File: config.mk
export PLATFORM = sky130hd
export DESIGN_NAME = mips_decode_core
export DESIGN_NICKNAME = d
export VERILOG_FILES = /design/src/hw/mips_decode_pkg.sv /design/src/hw/dec_op_if.sv /design/src/hw/inst_decoder.sv /design/src/hw/op_fifo.sv /design/src/hw/alu_exec.sv /design/src/hw/mips_decode_core.sv
export VERILOG_INCLUDE_DIRS = /design/src /design/src/hw
export SDC_FILE = /design/constraint.sdc
export NUM_CORES = 2
export LEC_CHECK = 0
export ABC_AREA = 1
export BUFFER_PORTS_ARGS = -buffer_cell sky130_fd_sc_hd__clkbuf_2
export CAP_MARGIN = 20
export CORE_AREA = 3 3 407 409
export CTS_BUF_LIST = sky130_fd_sc_hd__clkbuf_16
export DETAILED_ROUTE_END_ITERATION = 8
export DIE_AREA = 0 0 410 412
export PLACE_DENSITY = 0.63
export SLEW_MARGIN = 0
export SYNTH_ARGS = -nofsm -noshare
export SYNTH_HDL_FRONTEND = slang
export SYNTH_SLANG_ARGS = --single-unit
File: constraint.sdc
create_clock -name clk_i -period 11.5 [get_ports clk_i]
set_clock_uncertainty 0.2 [all_clocks]
set_input_delay 0.575 -clock clk_i [delete_from_list [all_inputs] [get_ports clk_i]]
set_output_delay 0.575 -clock clk_i [all_outputs]
set_load 0.03 [all_outputs]
File: src/hw/mips_decode_consts.svh
`ifndef MIPS_DECODE_CONSTS_SVH
`define MIPS_DECODE_CONSTS_SVH

`define DATA_W          32
`define REG_ADDR_W      5
`define SHAMT_W         5
`define IMM_W           16
`define OPCODE_W        6
`define FUNCT_W         6
`define NUM_REGS        32
`define FIFO_DEPTH_DEF  4

// opcode field, inst[31:26]
`define OP_SPECIAL      6'b000000
`define OP_ADDI         6'b001000
`define OP_ADDIU        6'b001001
`define OP_SLTI         6'b001010
`define OP_SLTIU        6'b001011
`define OP_ANDI         6'b001100
`define OP_ORI          6'b001101
`define OP_XORI         6'b001110
`define OP_LUI          6'b001111
`define OP_PREF         6'b110011

// funct field, inst[5:0]
`define FN_SLL          6'b000000
`define FN_SRL          6'b000010
`define FN_SRA          6'b000011
`define FN_SLLV         6'b000100
`define FN_SRLV         6'b000110
`define FN_SRAV         6'b000111
`define FN_SYNC         6'b001111
`define FN_ADD          6'b100000
`define FN_ADDU         6'b100001
`define FN_SUB          6'b100010
`define FN_SUBU         6'b100011
`define FN_AND          6'b100100
`define FN_OR           6'b100101
`define FN_XOR          6'b100110
`define FN_NOR          6'b100111
`define FN_SLT          6'b101010
`define FN_SLTU         6'b101011

`endif

File: src/hw/mips_decode_pkg.sv
`include "mips_decode_consts.svh"

package mips_decode_pkg;

    typedef enum logic [3:0] {
        ALU_NOP,
        ALU_AND,
        ALU_OR,
        ALU_XOR,
        ALU_NOR,
        ALU_SLL,
        ALU_SRL,
        ALU_SRA,
        ALU_ADD,  // add/addu/addi/addiu, no trap
        ALU_SUB,
        ALU_SLT,
        ALU_SLTU
    } alu_op_e;

    typedef logic [`DATA_W-1:0]     data_t;
    typedef logic [`REG_ADDR_W-1:0] reg_addr_t;

    typedef struct packed {
        alu_op_e              op;
        logic                 we;
        logic                 illegal;
        logic                 use_imm;         // operand b is imm, not rt
        logic                 shamt_from_imm;  // shift by shamt field, not rs
        logic [`SHAMT_W-1:0]  shamt;
    } dec_ctrl_t;

    typedef struct packed {
        reg_addr_t rs;
        reg_addr_t rt;
    } dec_src_t;

    typedef struct packed {
        dec_ctrl_t ctrl;
        dec_src_t  src;
        reg_addr_t dst;
        data_t     imm;  // already extended
    } dec_op_t;

endpackage

File: src/hw/dec_op_if.sv
`timescale 1ns/1ps

interface dec_op_if;
    import mips_decode_pkg::*;

    logic      req;
    logic      ack;
    dec_ctrl_t ctrl;
    dec_src_t  src;
    reg_addr_t dst;
    data_t     imm;

    modport sender (
        output req, ctrl, src, dst, imm,
        input  ack
    );

    modport receiver (
        input  req, ctrl, src, dst, imm,
        output ack
    );

endinterface

File: src/hw/inst_decoder.sv
`timescale 1ns/1ps
`include "mips_decode_consts.svh"

module inst_decoder (
    input  logic                   clk_i,
    input  logic                   arst_n_i,
    input  logic                   inst_req_i,
    input  mips_decode_pkg::data_t inst_i,
    output logic                   inst_ack_o,
    dec_op_if.sender               dec_o
);
    import mips_decode_pkg::*;

    typedef enum logic [1:0] {S_EMPTY, S_FULL, S_REQ, S_DONE} hold_state_e;

    logic [`OPCODE_W-1:0] opcode;
    logic [`FUNCT_W-1:0]  funct;
    logic [`SHAMT_W-1:0]  shamt;
    logic [`IMM_W-1:0]    imm16;
    reg_addr_t            rs;
    reg_addr_t            rt;
    reg_addr_t            rd;
    alu_op_e              alu_op;
    logic                 we;
    logic                 legal;
    logic                 imm_form;
    logic                 sh_imm;
    data_t                imm_val;
    dec_op_t              dec_d;
    dec_op_t              hold_q;
    hold_state_e          state_q;
    logic                 capture;

    assign opcode = inst_i[31:26];
    assign rs     = inst_i[25:21];
    assign rt     = inst_i[20:16];
    assign rd     = inst_i[15:11];
    assign shamt  = inst_i[10:6];
    assign funct  = inst_i[5:0];
    assign imm16  = inst_i[15:0];

    always_comb begin
        alu_op   = ALU_NOP;
        we       = 1'b0;
        legal    = 1'b0;
        imm_form = 1'b0;
        sh_imm   = 1'b0;
        imm_val  = '0;

        case (opcode)
            `OP_SPECIAL: begin
                // r-type needs a clear shamt field
                if (shamt == '0) begin
                    legal = 1'b1;
                    we    = 1'b1;
                    case (funct)
                        `FN_AND:           alu_op = ALU_AND;
                        `FN_OR:            alu_op = ALU_OR;
                        `FN_XOR:           alu_op = ALU_XOR;
                        `FN_NOR:           alu_op = ALU_NOR;
                        `FN_SLLV:          alu_op = ALU_SLL;
                        `FN_SRLV:          alu_op = ALU_SRL;
                        `FN_SRAV:          alu_op = ALU_SRA;
                        `FN_ADD, `FN_ADDU: alu_op = ALU_ADD;
                        `FN_SUB, `FN_SUBU: alu_op = ALU_SUB;
                        `FN_SLT:           alu_op = ALU_SLT;
                        `FN_SLTU:          alu_op = ALU_SLTU;
                        `FN_SYNC:          we = 1'b0;
                        default: begin
                            legal = 1'b0;
                            we    = 1'b0;
                        end
                    endcase
                end
            end
            `OP_ANDI: begin
                alu_op   = ALU_AND;
                imm_form = 1'b1;
                imm_val  = {{(`DATA_W-`IMM_W){1'b0}}, imm16};  // zero ext
            end
            `OP_ORI: begin
                alu_op   = ALU_OR;
                imm_form = 1'b1;
                imm_val  = {{(`DATA_W-`IMM_W){1'b0}}, imm16};
            end
            `OP_XORI: begin
                alu_op   = ALU_XOR;
                imm_form = 1'b1;
                imm_val  = {{(`DATA_W-`IMM_W){1'b0}}, imm16};
            end
            `OP_LUI: begin
                alu_op   = ALU_OR;  // rs | upper imm
                imm_form = 1'b1;
                imm_val  = {imm16, {(`DATA_W-`IMM_W){1'b0}}};
            end
            `OP_ADDI, `OP_ADDIU: begin
                alu_op   = ALU_ADD;
                imm_form = 1'b1;
                imm_val  = {{(`DATA_W-`IMM_W){imm16[`IMM_W-1]}}, imm16};  // sign ext
            end
            `OP_SLTI: begin
                alu_op   = ALU_SLT;
                imm_form = 1'b1;
                imm_val  = {{(`DATA_W-`IMM_W){imm16[`IMM_W-1]}}, imm16};
            end
            `OP_SLTIU: begin
                alu_op   = ALU_SLTU;
                imm_form = 1'b1;
                imm_val  = {{(`DATA_W-`IMM_W){imm16[`IMM_W-1]}}, imm16};
            end
            `OP_PREF: legal = 1'b1;
            default: legal = 1'b0;
        endcase

        if (imm_form) begin
            legal = 1'b1;
            we    = 1'b1;
        end

        // sll/srl/sra only with opcode and rs zero
        if (inst_i[31:21] == '0) begin
            if (funct == `FN_SLL || funct == `FN_SRL || funct == `FN_SRA) begin
                legal  = 1'b1;
                we     = 1'b1;
                sh_imm = 1'b1;
                case (funct)
                    `FN_SLL: alu_op = ALU_SLL;
                    `FN_SRL: alu_op = ALU_SRL;
                    default: alu_op = ALU_SRA;
                endcase
            end
        end

        dec_d.ctrl.op             = legal ? alu_op : ALU_NOP;
        dec_d.ctrl.we             = we & legal;
        dec_d.ctrl.illegal        = !legal;
        dec_d.ctrl.use_imm        = imm_form;
        dec_d.ctrl.shamt_from_imm = sh_imm;
        dec_d.ctrl.shamt          = shamt;
        dec_d.src.rs              = rs;
        dec_d.src.rt              = rt;
        dec_d.dst                 = imm_form ? rt : rd;
        dec_d.imm                 = imm_val;
    end

    assign capture = inst_req_i && !inst_ack_o && (state_q == S_EMPTY);

    always_ff @(posedge clk_i or negedge arst_n_i) begin
        if (!arst_n_i) begin
            inst_ack_o <= 1'b0;
        end else if (capture) begin
            inst_ack_o <= 1'b1;
        end else if (!inst_req_i) begin
            inst_ack_o <= 1'b0;
        end
    end

    always_ff @(posedge clk_i or negedge arst_n_i) begin
        if (!arst_n_i) begin
            state_q <= S_EMPTY;
        end else begin
            case (state_q)
                S_EMPTY: if (capture) state_q <= S_FULL;
                S_FULL:  state_q <= S_REQ;
                S_REQ:   if (dec_o.ack) state_q <= S_DONE;
                S_DONE:  if (!dec_o.ack) state_q <= S_EMPTY;  // hold frees here
                default: state_q <= S_EMPTY;
            endcase
        end
    end

    always_ff @(posedge clk_i) begin
        if (capture) begin
            hold_q <= dec_d;
        end
    end

    assign dec_o.req  = (state_q == S_REQ);
    assign dec_o.ctrl = hold_q.ctrl;
    assign dec_o.src  = hold_q.src;
    assign dec_o.dst  = hold_q.dst;
    assign dec_o.imm  = hold_q.imm;

    // fifo ack only answers a pending req
    a_dec_ack_on_req: assert property (@(posedge clk_i) disable iff (!arst_n_i)
        $rose(dec_o.ack) |-> dec_o.req);

endmodule

File: src/hw/op_fifo.sv
`timescale 1ns/1ps
`include "mips_decode_consts.svh"

module op_fifo #(
    parameter int DEPTH = `FIFO_DEPTH_DEF
) (
    input  logic        clk_i,
    input  logic        arst_n_i,
    dec_op_if.receiver  in_o,
    dec_op_if.sender    out_o
);
    import mips_decode_pkg::*;

    localparam int PTR_W = (DEPTH > 1) ? $clog2(DEPTH) : 1;
    localparam int CNT_W = $clog2(DEPTH + 1);

    dec_op_t          mem_q [DEPTH];
    dec_op_t          wr_word;
    dec_op_t          head;
    logic [PTR_W-1:0] wr_ptr_q;
    logic [PTR_W-1:0] rd_ptr_q;
    logic [CNT_W-1:0] count_q;
    logic             full;
    logic             empty;
    logic             push;
    logic             pop;

    function automatic logic [PTR_W-1:0] ptr_inc(input logic [PTR_W-1:0] p);
        return (p == PTR_W'(DEPTH - 1)) ? '0 : p + 1'b1;  // wrap for non pow2
    endfunction

    assign full    = (count_q == CNT_W'(DEPTH));
    assign empty   = (count_q == '0);
    assign push    = in_o.req && !in_o.ack && !full;
    assign pop     = out_o.req && out_o.ack;
    assign wr_word = {in_o.ctrl, in_o.src, in_o.dst, in_o.imm};
    assign head    = mem_q[rd_ptr_q];

    always_ff @(posedge clk_i) begin
        if (push) begin
            mem_q[wr_ptr_q] <= wr_word;
        end
    end

    always_ff @(posedge clk_i or negedge arst_n_i) begin
        if (!arst_n_i) begin
            wr_ptr_q <= '0;
            rd_ptr_q <= '0;
            count_q  <= '0;
        end else begin
            if (push) wr_ptr_q <= ptr_inc(wr_ptr_q);
            if (pop) rd_ptr_q <= ptr_inc(rd_ptr_q);
            case ({push, pop})
                2'b10:   count_q <= count_q + 1'b1;
                2'b01:   count_q <= count_q - 1'b1;
                default: count_q <= count_q;
            endcase
        end
    end

    // input side, ack follows req one edge late
    always_ff @(posedge clk_i or negedge arst_n_i) begin
        if (!arst_n_i) begin
            in_o.ack <= 1'b0;
        end else if (push) begin
            in_o.ack <= 1'b1;
        end else if (!in_o.req) begin
            in_o.ack <= 1'b0;
        end
    end

    // output side
    always_ff @(posedge clk_i or negedge arst_n_i) begin
        if (!arst_n_i) begin
            out_o.req <= 1'b0;
        end else if (pop) begin
            out_o.req <= 1'b0;
        end else if (!empty && !out_o.ack) begin
            out_o.req <= 1'b1;
        end
    end

    assign out_o.ctrl = head.ctrl;
    assign out_o.src  = head.src;
    assign out_o.dst  = head.dst;
    assign out_o.imm  = head.imm;

    a_no_write_full: assert property (@(posedge clk_i) disable iff (!arst_n_i)
        $rose(in_o.ack) |-> $past(count_q) < CNT_W'(DEPTH));

    a_no_pop_empty: assert property (@(posedge clk_i) disable iff (!arst_n_i)
        $fell(out_o.req) |-> $past(count_q) != '0);

endmodule

File: src/hw/alu_exec.sv
`timescale 1ns/1ps
`include "mips_decode_consts.svh"

module alu_exec (
    input  logic                       clk_i,
    input  logic                       arst_n_i,
    dec_op_if.receiver                 op_i,
    output logic                       wb_req_o,
    output logic                       wb_we_o,
    output logic                       wb_illegal_o,
    output mips_decode_pkg::reg_addr_t wb_addr_o,
    output mips_decode_pkg::data_t     wb_data_o,
    input  logic                       wb_ack_i
);
    import mips_decode_pkg::*;

    data_t               rf_q [`NUM_REGS];
    data_t               rs_val;
    data_t               rt_val;
    data_t               op_b;
    data_t               result;
    logic [`SHAMT_W-1:0] sh_amt;
    logic                accept;
    logic                rf_we;

    // r0 reads zero
    assign rs_val = (op_i.src.rs == '0) ? '0 : rf_q[op_i.src.rs];
    assign rt_val = (op_i.src.rt == '0) ? '0 : rf_q[op_i.src.rt];
    assign op_b   = op_i.ctrl.use_imm ? op_i.imm : rt_val;
    assign sh_amt = op_i.ctrl.shamt_from_imm ? op_i.ctrl.shamt : rs_val[`SHAMT_W-1:0];

    always_comb begin
        case (op_i.ctrl.op)
            ALU_AND:  result = rs_val & op_b;
            ALU_OR:   result = rs_val | op_b;
            ALU_XOR:  result = rs_val ^ op_b;
            ALU_NOR:  result = ~(rs_val | op_b);
            ALU_SLL:  result = rt_val << sh_amt;
            ALU_SRL:  result = rt_val >> sh_amt;
            ALU_SRA:  result = $signed(rt_val) >>> sh_amt;
            ALU_ADD:  result = rs_val + op_b;  // wraps
            ALU_SUB:  result = rs_val - op_b;
            ALU_SLT:  result = {{(`DATA_W-1){1'b0}}, $signed(rs_val) < $signed(op_b)};
            ALU_SLTU: result = {{(`DATA_W-1){1'b0}}, rs_val < op_b};
            default:  result = '0;
        endcase
    end

    // one op in flight, next only after wb side is idle
    assign accept = op_i.req && !op_i.ack && !wb_req_o && !wb_ack_i;
    assign rf_we  = accept && op_i.ctrl.we && (op_i.dst != '0);

    always_ff @(posedge clk_i or negedge arst_n_i) begin
        if (!arst_n_i) begin
            for (int i = 0; i < `NUM_REGS; i++) begin
                rf_q[i] <= '0;
            end
        end else if (rf_we) begin
            rf_q[op_i.dst] <= result;
        end
    end

    always_ff @(posedge clk_i) begin
        if (accept) begin
            wb_we_o      <= op_i.ctrl.we;
            wb_illegal_o <= op_i.ctrl.illegal;
            wb_addr_o    <= op_i.dst;
            wb_data_o    <= result;
        end
    end

    always_ff @(posedge clk_i or negedge arst_n_i) begin
        if (!arst_n_i) begin
            wb_req_o <= 1'b0;
            op_i.ack <= 1'b0;
        end else if (accept) begin
            wb_req_o <= 1'b1;
            op_i.ack <= 1'b1;
        end else begin
            if (wb_req_o && wb_ack_i) wb_req_o <= 1'b0;
            if (op_i.ack && !op_i.req) op_i.ack <= 1'b0;
        end
    end

    // wb ack may only rise against a pending record
    a_wb_ack_on_req: assert property (@(posedge clk_i) disable iff (!arst_n_i)
        $rose(wb_ack_i) |-> wb_req_o);

endmodule

File: src/hw/mips_decode_core.sv
`timescale 1ns/1ps

module mips_decode_core (
    input  logic                       clk_i,
    input  logic                       arst_n_i,
    input  logic                       inst_req_i,
    input  mips_decode_pkg::data_t     inst_i,
    output logic                       inst_ack_o,
    output logic                       wb_req_o,
    output logic                       wb_we_o,
    output logic                       wb_illegal_o,
    output mips_decode_pkg::reg_addr_t wb_addr_o,
    output mips_decode_pkg::data_t     wb_data_o,
    input  logic                       wb_ack_i
);

    dec_op_if dec_if ();  // decoder to fifo
    dec_op_if exe_if ();  // fifo to execute

    inst_decoder u_inst_decoder (
        .clk_i      (clk_i),
        .arst_n_i   (arst_n_i),
        .inst_req_i (inst_req_i),
        .inst_i     (inst_i),
        .inst_ack_o (inst_ack_o),
        .dec_o      (dec_if.sender)
    );

    op_fifo u_op_fifo (
        .clk_i    (clk_i),
        .arst_n_i (arst_n_i),
        .in_o     (dec_if.receiver),
        .out_o    (exe_if.sender)
    );

    alu_exec u_alu_exec (
        .clk_i        (clk_i),
        .arst_n_i     (arst_n_i),
        .op_i         (exe_if.receiver),
        .wb_req_o     (wb_req_o),
        .wb_we_o      (wb_we_o),
        .wb_illegal_o (wb_illegal_o),
        .wb_addr_o    (wb_addr_o),
        .wb_data_o    (wb_data_o),
        .wb_ack_i     (wb_ack_i)
    );

endmodule

==> metrics.yaml <==
worst_setup_path:
  required_ns: 11.48
  arrival_ns: 9.21
  path_max_fanout: 60
  timing_worst_setup_path_type: "flop to flop"
  cp-end-kind: "flop"
  startpoint_type: "flop"
floorplanning:
  dieArea_um2: 169000
  fp-row-count: 148
  die_h_um: 412
  core_area_um2: 162000
  io_pins: 77
  fp.dieW_um: 410
  initial_core_util_pct: 50.8
sta:
  rsz0062_at_grt: "no"
  period_needed_ns: 9.23
  slew_headroom_pct: 19.4
  setup_ws_ns: 2.27
  tightestPinTransition_ns: 1.21
  maxSlewViolCount: 0
  timing.fmax_mhz: 108
  hold_viol: 0
  setup_tns_ns: 0
  finalCritPeriodShare_pct: 80.3
  setup_viol: 0
min_path:
  hold_path_class: "primary input to flop"
yosys:
  netlist_area_um2: 82500
  yosys_warnings: 0
  yosys.cell_count.top_type: "nand2_1"
  synth_top_area_cell: "dfrtp_1"
  async_flop_share_pct: 75.4
  synth_edf_count: 339
  syn_inst: 11812
  synth-main-ff-cell: "dfrtp_1"
  synthTopCellsByArea: "dfrtp_1 31%, nand2_1 27%, edfxtp_1 12%, nand3_1 9.1%, inv_1 2.2%"
  ys_seq_area_share_pct: 43.8
  synth_nets: 11963
  yosys-top-cells-count: "5,849 x nand2_1, 1,508 x nand3_1, 1,038 x dfrtp_1, 486 x inv_1, 466 x clkbuf_1"
  synth_top_area_share_pct: 31.5
  ys_ff_latch: 1377
  synthDistinctLibCells: 67
  avgSynthCellArea_um2: 6.99
drt:
  vias_per_cell: 6.20
  drt_wl_total_um: 362000
  drtAntennaViolNets: 0
  num_vias: 85130
  wire_per_inst_um: 26.4
  dr.pass1.iters: 9
  detail_route.iter0.violations: 13291
  route.detailed.drc: 0
finish:
  area_growth_pct: 8.21
  stdcell_count: 13728
  fillers: 15770
  final_area_um2: 89300
  layout.nets: 11569
  final_layout_size_suffix_gt1_share_pct: 5.75
clocking:
  clk_path_buf_depth: 3
  post_cts_resize_count: 0
  cts.sinks: 1377
  root_buffer: "clkbuf_16"
  postCtsHoldBufs: 34
  cts_buffers: 154
  cts_tree: "done"
  clk_latency_ns: 0.85
  ctsHtreeMaxLevel: 4
  clk_pin_slew_ns: 0.06
  post-cts-setup-buffers: 0
place:
  place_area_um2: 84000
  port_buffers: 76
  dp.final_hpwl_um: 216000
  post-place-ws_ns: 2.70
  dp_cells: 13400
  place_congestion: 1.01
flow_run:
  max_cap_violations: 0
global_route:
  grt_max_degree: 175
  grt_pass1_wl_um: 529000
  track_usage_pct: 41.9
  antenna_found_initial: 10
  grt_pass1_vias: 79441
  grt.overflow.total: 0
outcome:
  status: "completed"
[cells in the final DEF, fill, tap and decap left out, types with 11 or more instances in the layout]
| master | synthesis | layout |
|---|---|---|
| a21oi_1 | 341 | 341 |
| a221oi_1 | 16 | 16 |
| a22oi_1 | 32 | 32 |
| a31oi_1 | 36 | 36 |
| a32o_1 | 122 | 121 |
| a32oi_1 | 13 | 13 |
| buf_12 | 0 | 29 |
| buf_4 | 88 | 203 |
| clkbuf_16 | 0 | 155 |
| clkbuf_2 | 2 | 75 |
| clkinv_1 | 5 | 40 |
| clkinv_2 | 0 | 32 |
| dfrtp_1 | 1038 | 1036 |
| dlygate4sd3_1 | 0 | 34 |
| edfxtp_1 | 339 | 339 |
| ha_1 | 112 | 112 |
| inv_1 | 486 | 525 |
| nand2_1 | 5849 | 5842 |
| nand2_2 | 20 | 19 |
| nand3_1 | 1508 | 1497 |
| nand3_2 | 10 | 19 |
| nand4_1 | 12 | 12 |
| nor2_1 | 267 | 256 |
| nor2_4 | 2 | 13 |
| nor3_1 | 28 | 21 |
| nor4_1 | 12 | 11 |
| o211ai_1 | 193 | 193 |
| o21ai_0 | 287 | 287 |
| o21ai_1 | 29 | 28 |
| o22ai_1 | 12 | 12 |
| or2_2 | 18 | 18 |
[final timing paths]
path                                              startpoint                                          to  slack [ns]  depth (start not counted)
setup / recovery           u_op_fifo.rd_ptr_q[0]$_DFFE_PN0P_          u_alu_exec.wb_data_o[26]$_DFFE_PP_        2.27                         25
hold / removal                                    inst_i[31]  u_inst_decoder.dec_o.ctrl[5]$_SDFFCE_PP0P_        0.08                          4
setup reg to reg           u_op_fifo.rd_ptr_q[0]$_DFFE_PN0P_          u_alu_exec.wb_data_o[26]$_DFFE_PP_        2.27                         25
hold reg to reg            u_alu_exec.rf_q[1013]$_DFFE_PN0P_           u_alu_exec.rf_q[1013]$_DFFE_PN0P_        0.20                          0
max in group asynchronous                           arst_n_i            u_alu_exec.rf_q[728]$_DFFE_PN0P_        8.55                          4
min in group asynchronous                           arst_n_i            u_alu_exec.rf_q[404]$_DFFE_PN0P_        0.15                          2
[layer usage]
layer  wire, um  vias to the layer above  track usage [%]
met5         23                        -                0
met4      28600                        4             28.4
met3      46000                     1390             10.9
met2     152000                     6024             61.4
met1     136000                    40333             54.3
li1           -                    37379                -
[area by class of cell]
cell class	count	area (um^2)	area share, %
repair buffers	348	2930	3.28
multi-input cells	9027	40600	45.5
diodes	3	7.51	0.00841
inverters	510	1960	2.20
clock buffers	155	3880	4.34
flip-flops and latches	1377	36200	40.5
clock inverters	133	1030	1.15
well taps	2175	2720	3.05
[registers in the layout, summed over array words and instances (netlist names), 5 cells and up]
signal and flops:
u_alu_exec.rf_q 1024, u_alu_exec.wb_addr_o 5, u_alu_exec.wb_data_o 32, u_inst_decoder.dec_o.ctrl 13, u_inst_decoder.dec_o.dst 5, u_inst_decoder.dec_o.imm 32, u_inst_decoder.dec_o.src 10, u_op_fifo.mem_q 240
[cells by family (layout without fill, tap and decap cells)]
kind of cell | after synthesis | in the layout | share of synthesized area (%)
flip-flops | 1377 | 1377 | 43.8
AND/OR/NAND/NOR | 7764 | 7764 | 38.1
AO/OA/AOI/OAI | 1137 | 1137 | 8.78
adder cells (fa/ha/maj) | 115 | 115 | 1.77
XOR/XNOR | 11 | 11 | 0.117
buffers and inverters | 1408 | 1146 | 7.40
other | 0 | 3 | 0
[through the flow]
stage                     hold WS, ns  utilization [%]
after floorplan                0.0794                -
after detailed placement        0.189             51.7
after global placement          0.186             51.7
final                          0.0817             55.0
after global routing           0.0621             55.0
after CTS                      0.0273             55.0
[worst max-delay path, cell delays in order (launching register included)]
cell,delay (ns)
dfrtp_4,0.69
clkinv_2,0.15
buf_4,0.53
buf_4,0.65
nand2_1,0.12
nand3_1,0.11
nand2_1,0.16
clkinv_2,0.11
buf_4,0.46
buf_4,0.71
nand3_1,0.16
a31oi_1,0.49
nor2_1,0.30
ha_1,0.51
nor2_1,0.20
nand2_1,0.09
o311ai_1,0.58
a21oi_1,0.26
o21ai_1,0.32
nand3_1,0.17
a21oi_1,0.15
o21ai_0,0.12
inv_1,0.08
nand2_1,0.05
a21oi_1,0.14
nand3_2,0.87
Power is not shown: default switching activity piles up to over one toggle a cycle in this logic, so the estimate is an artifact.
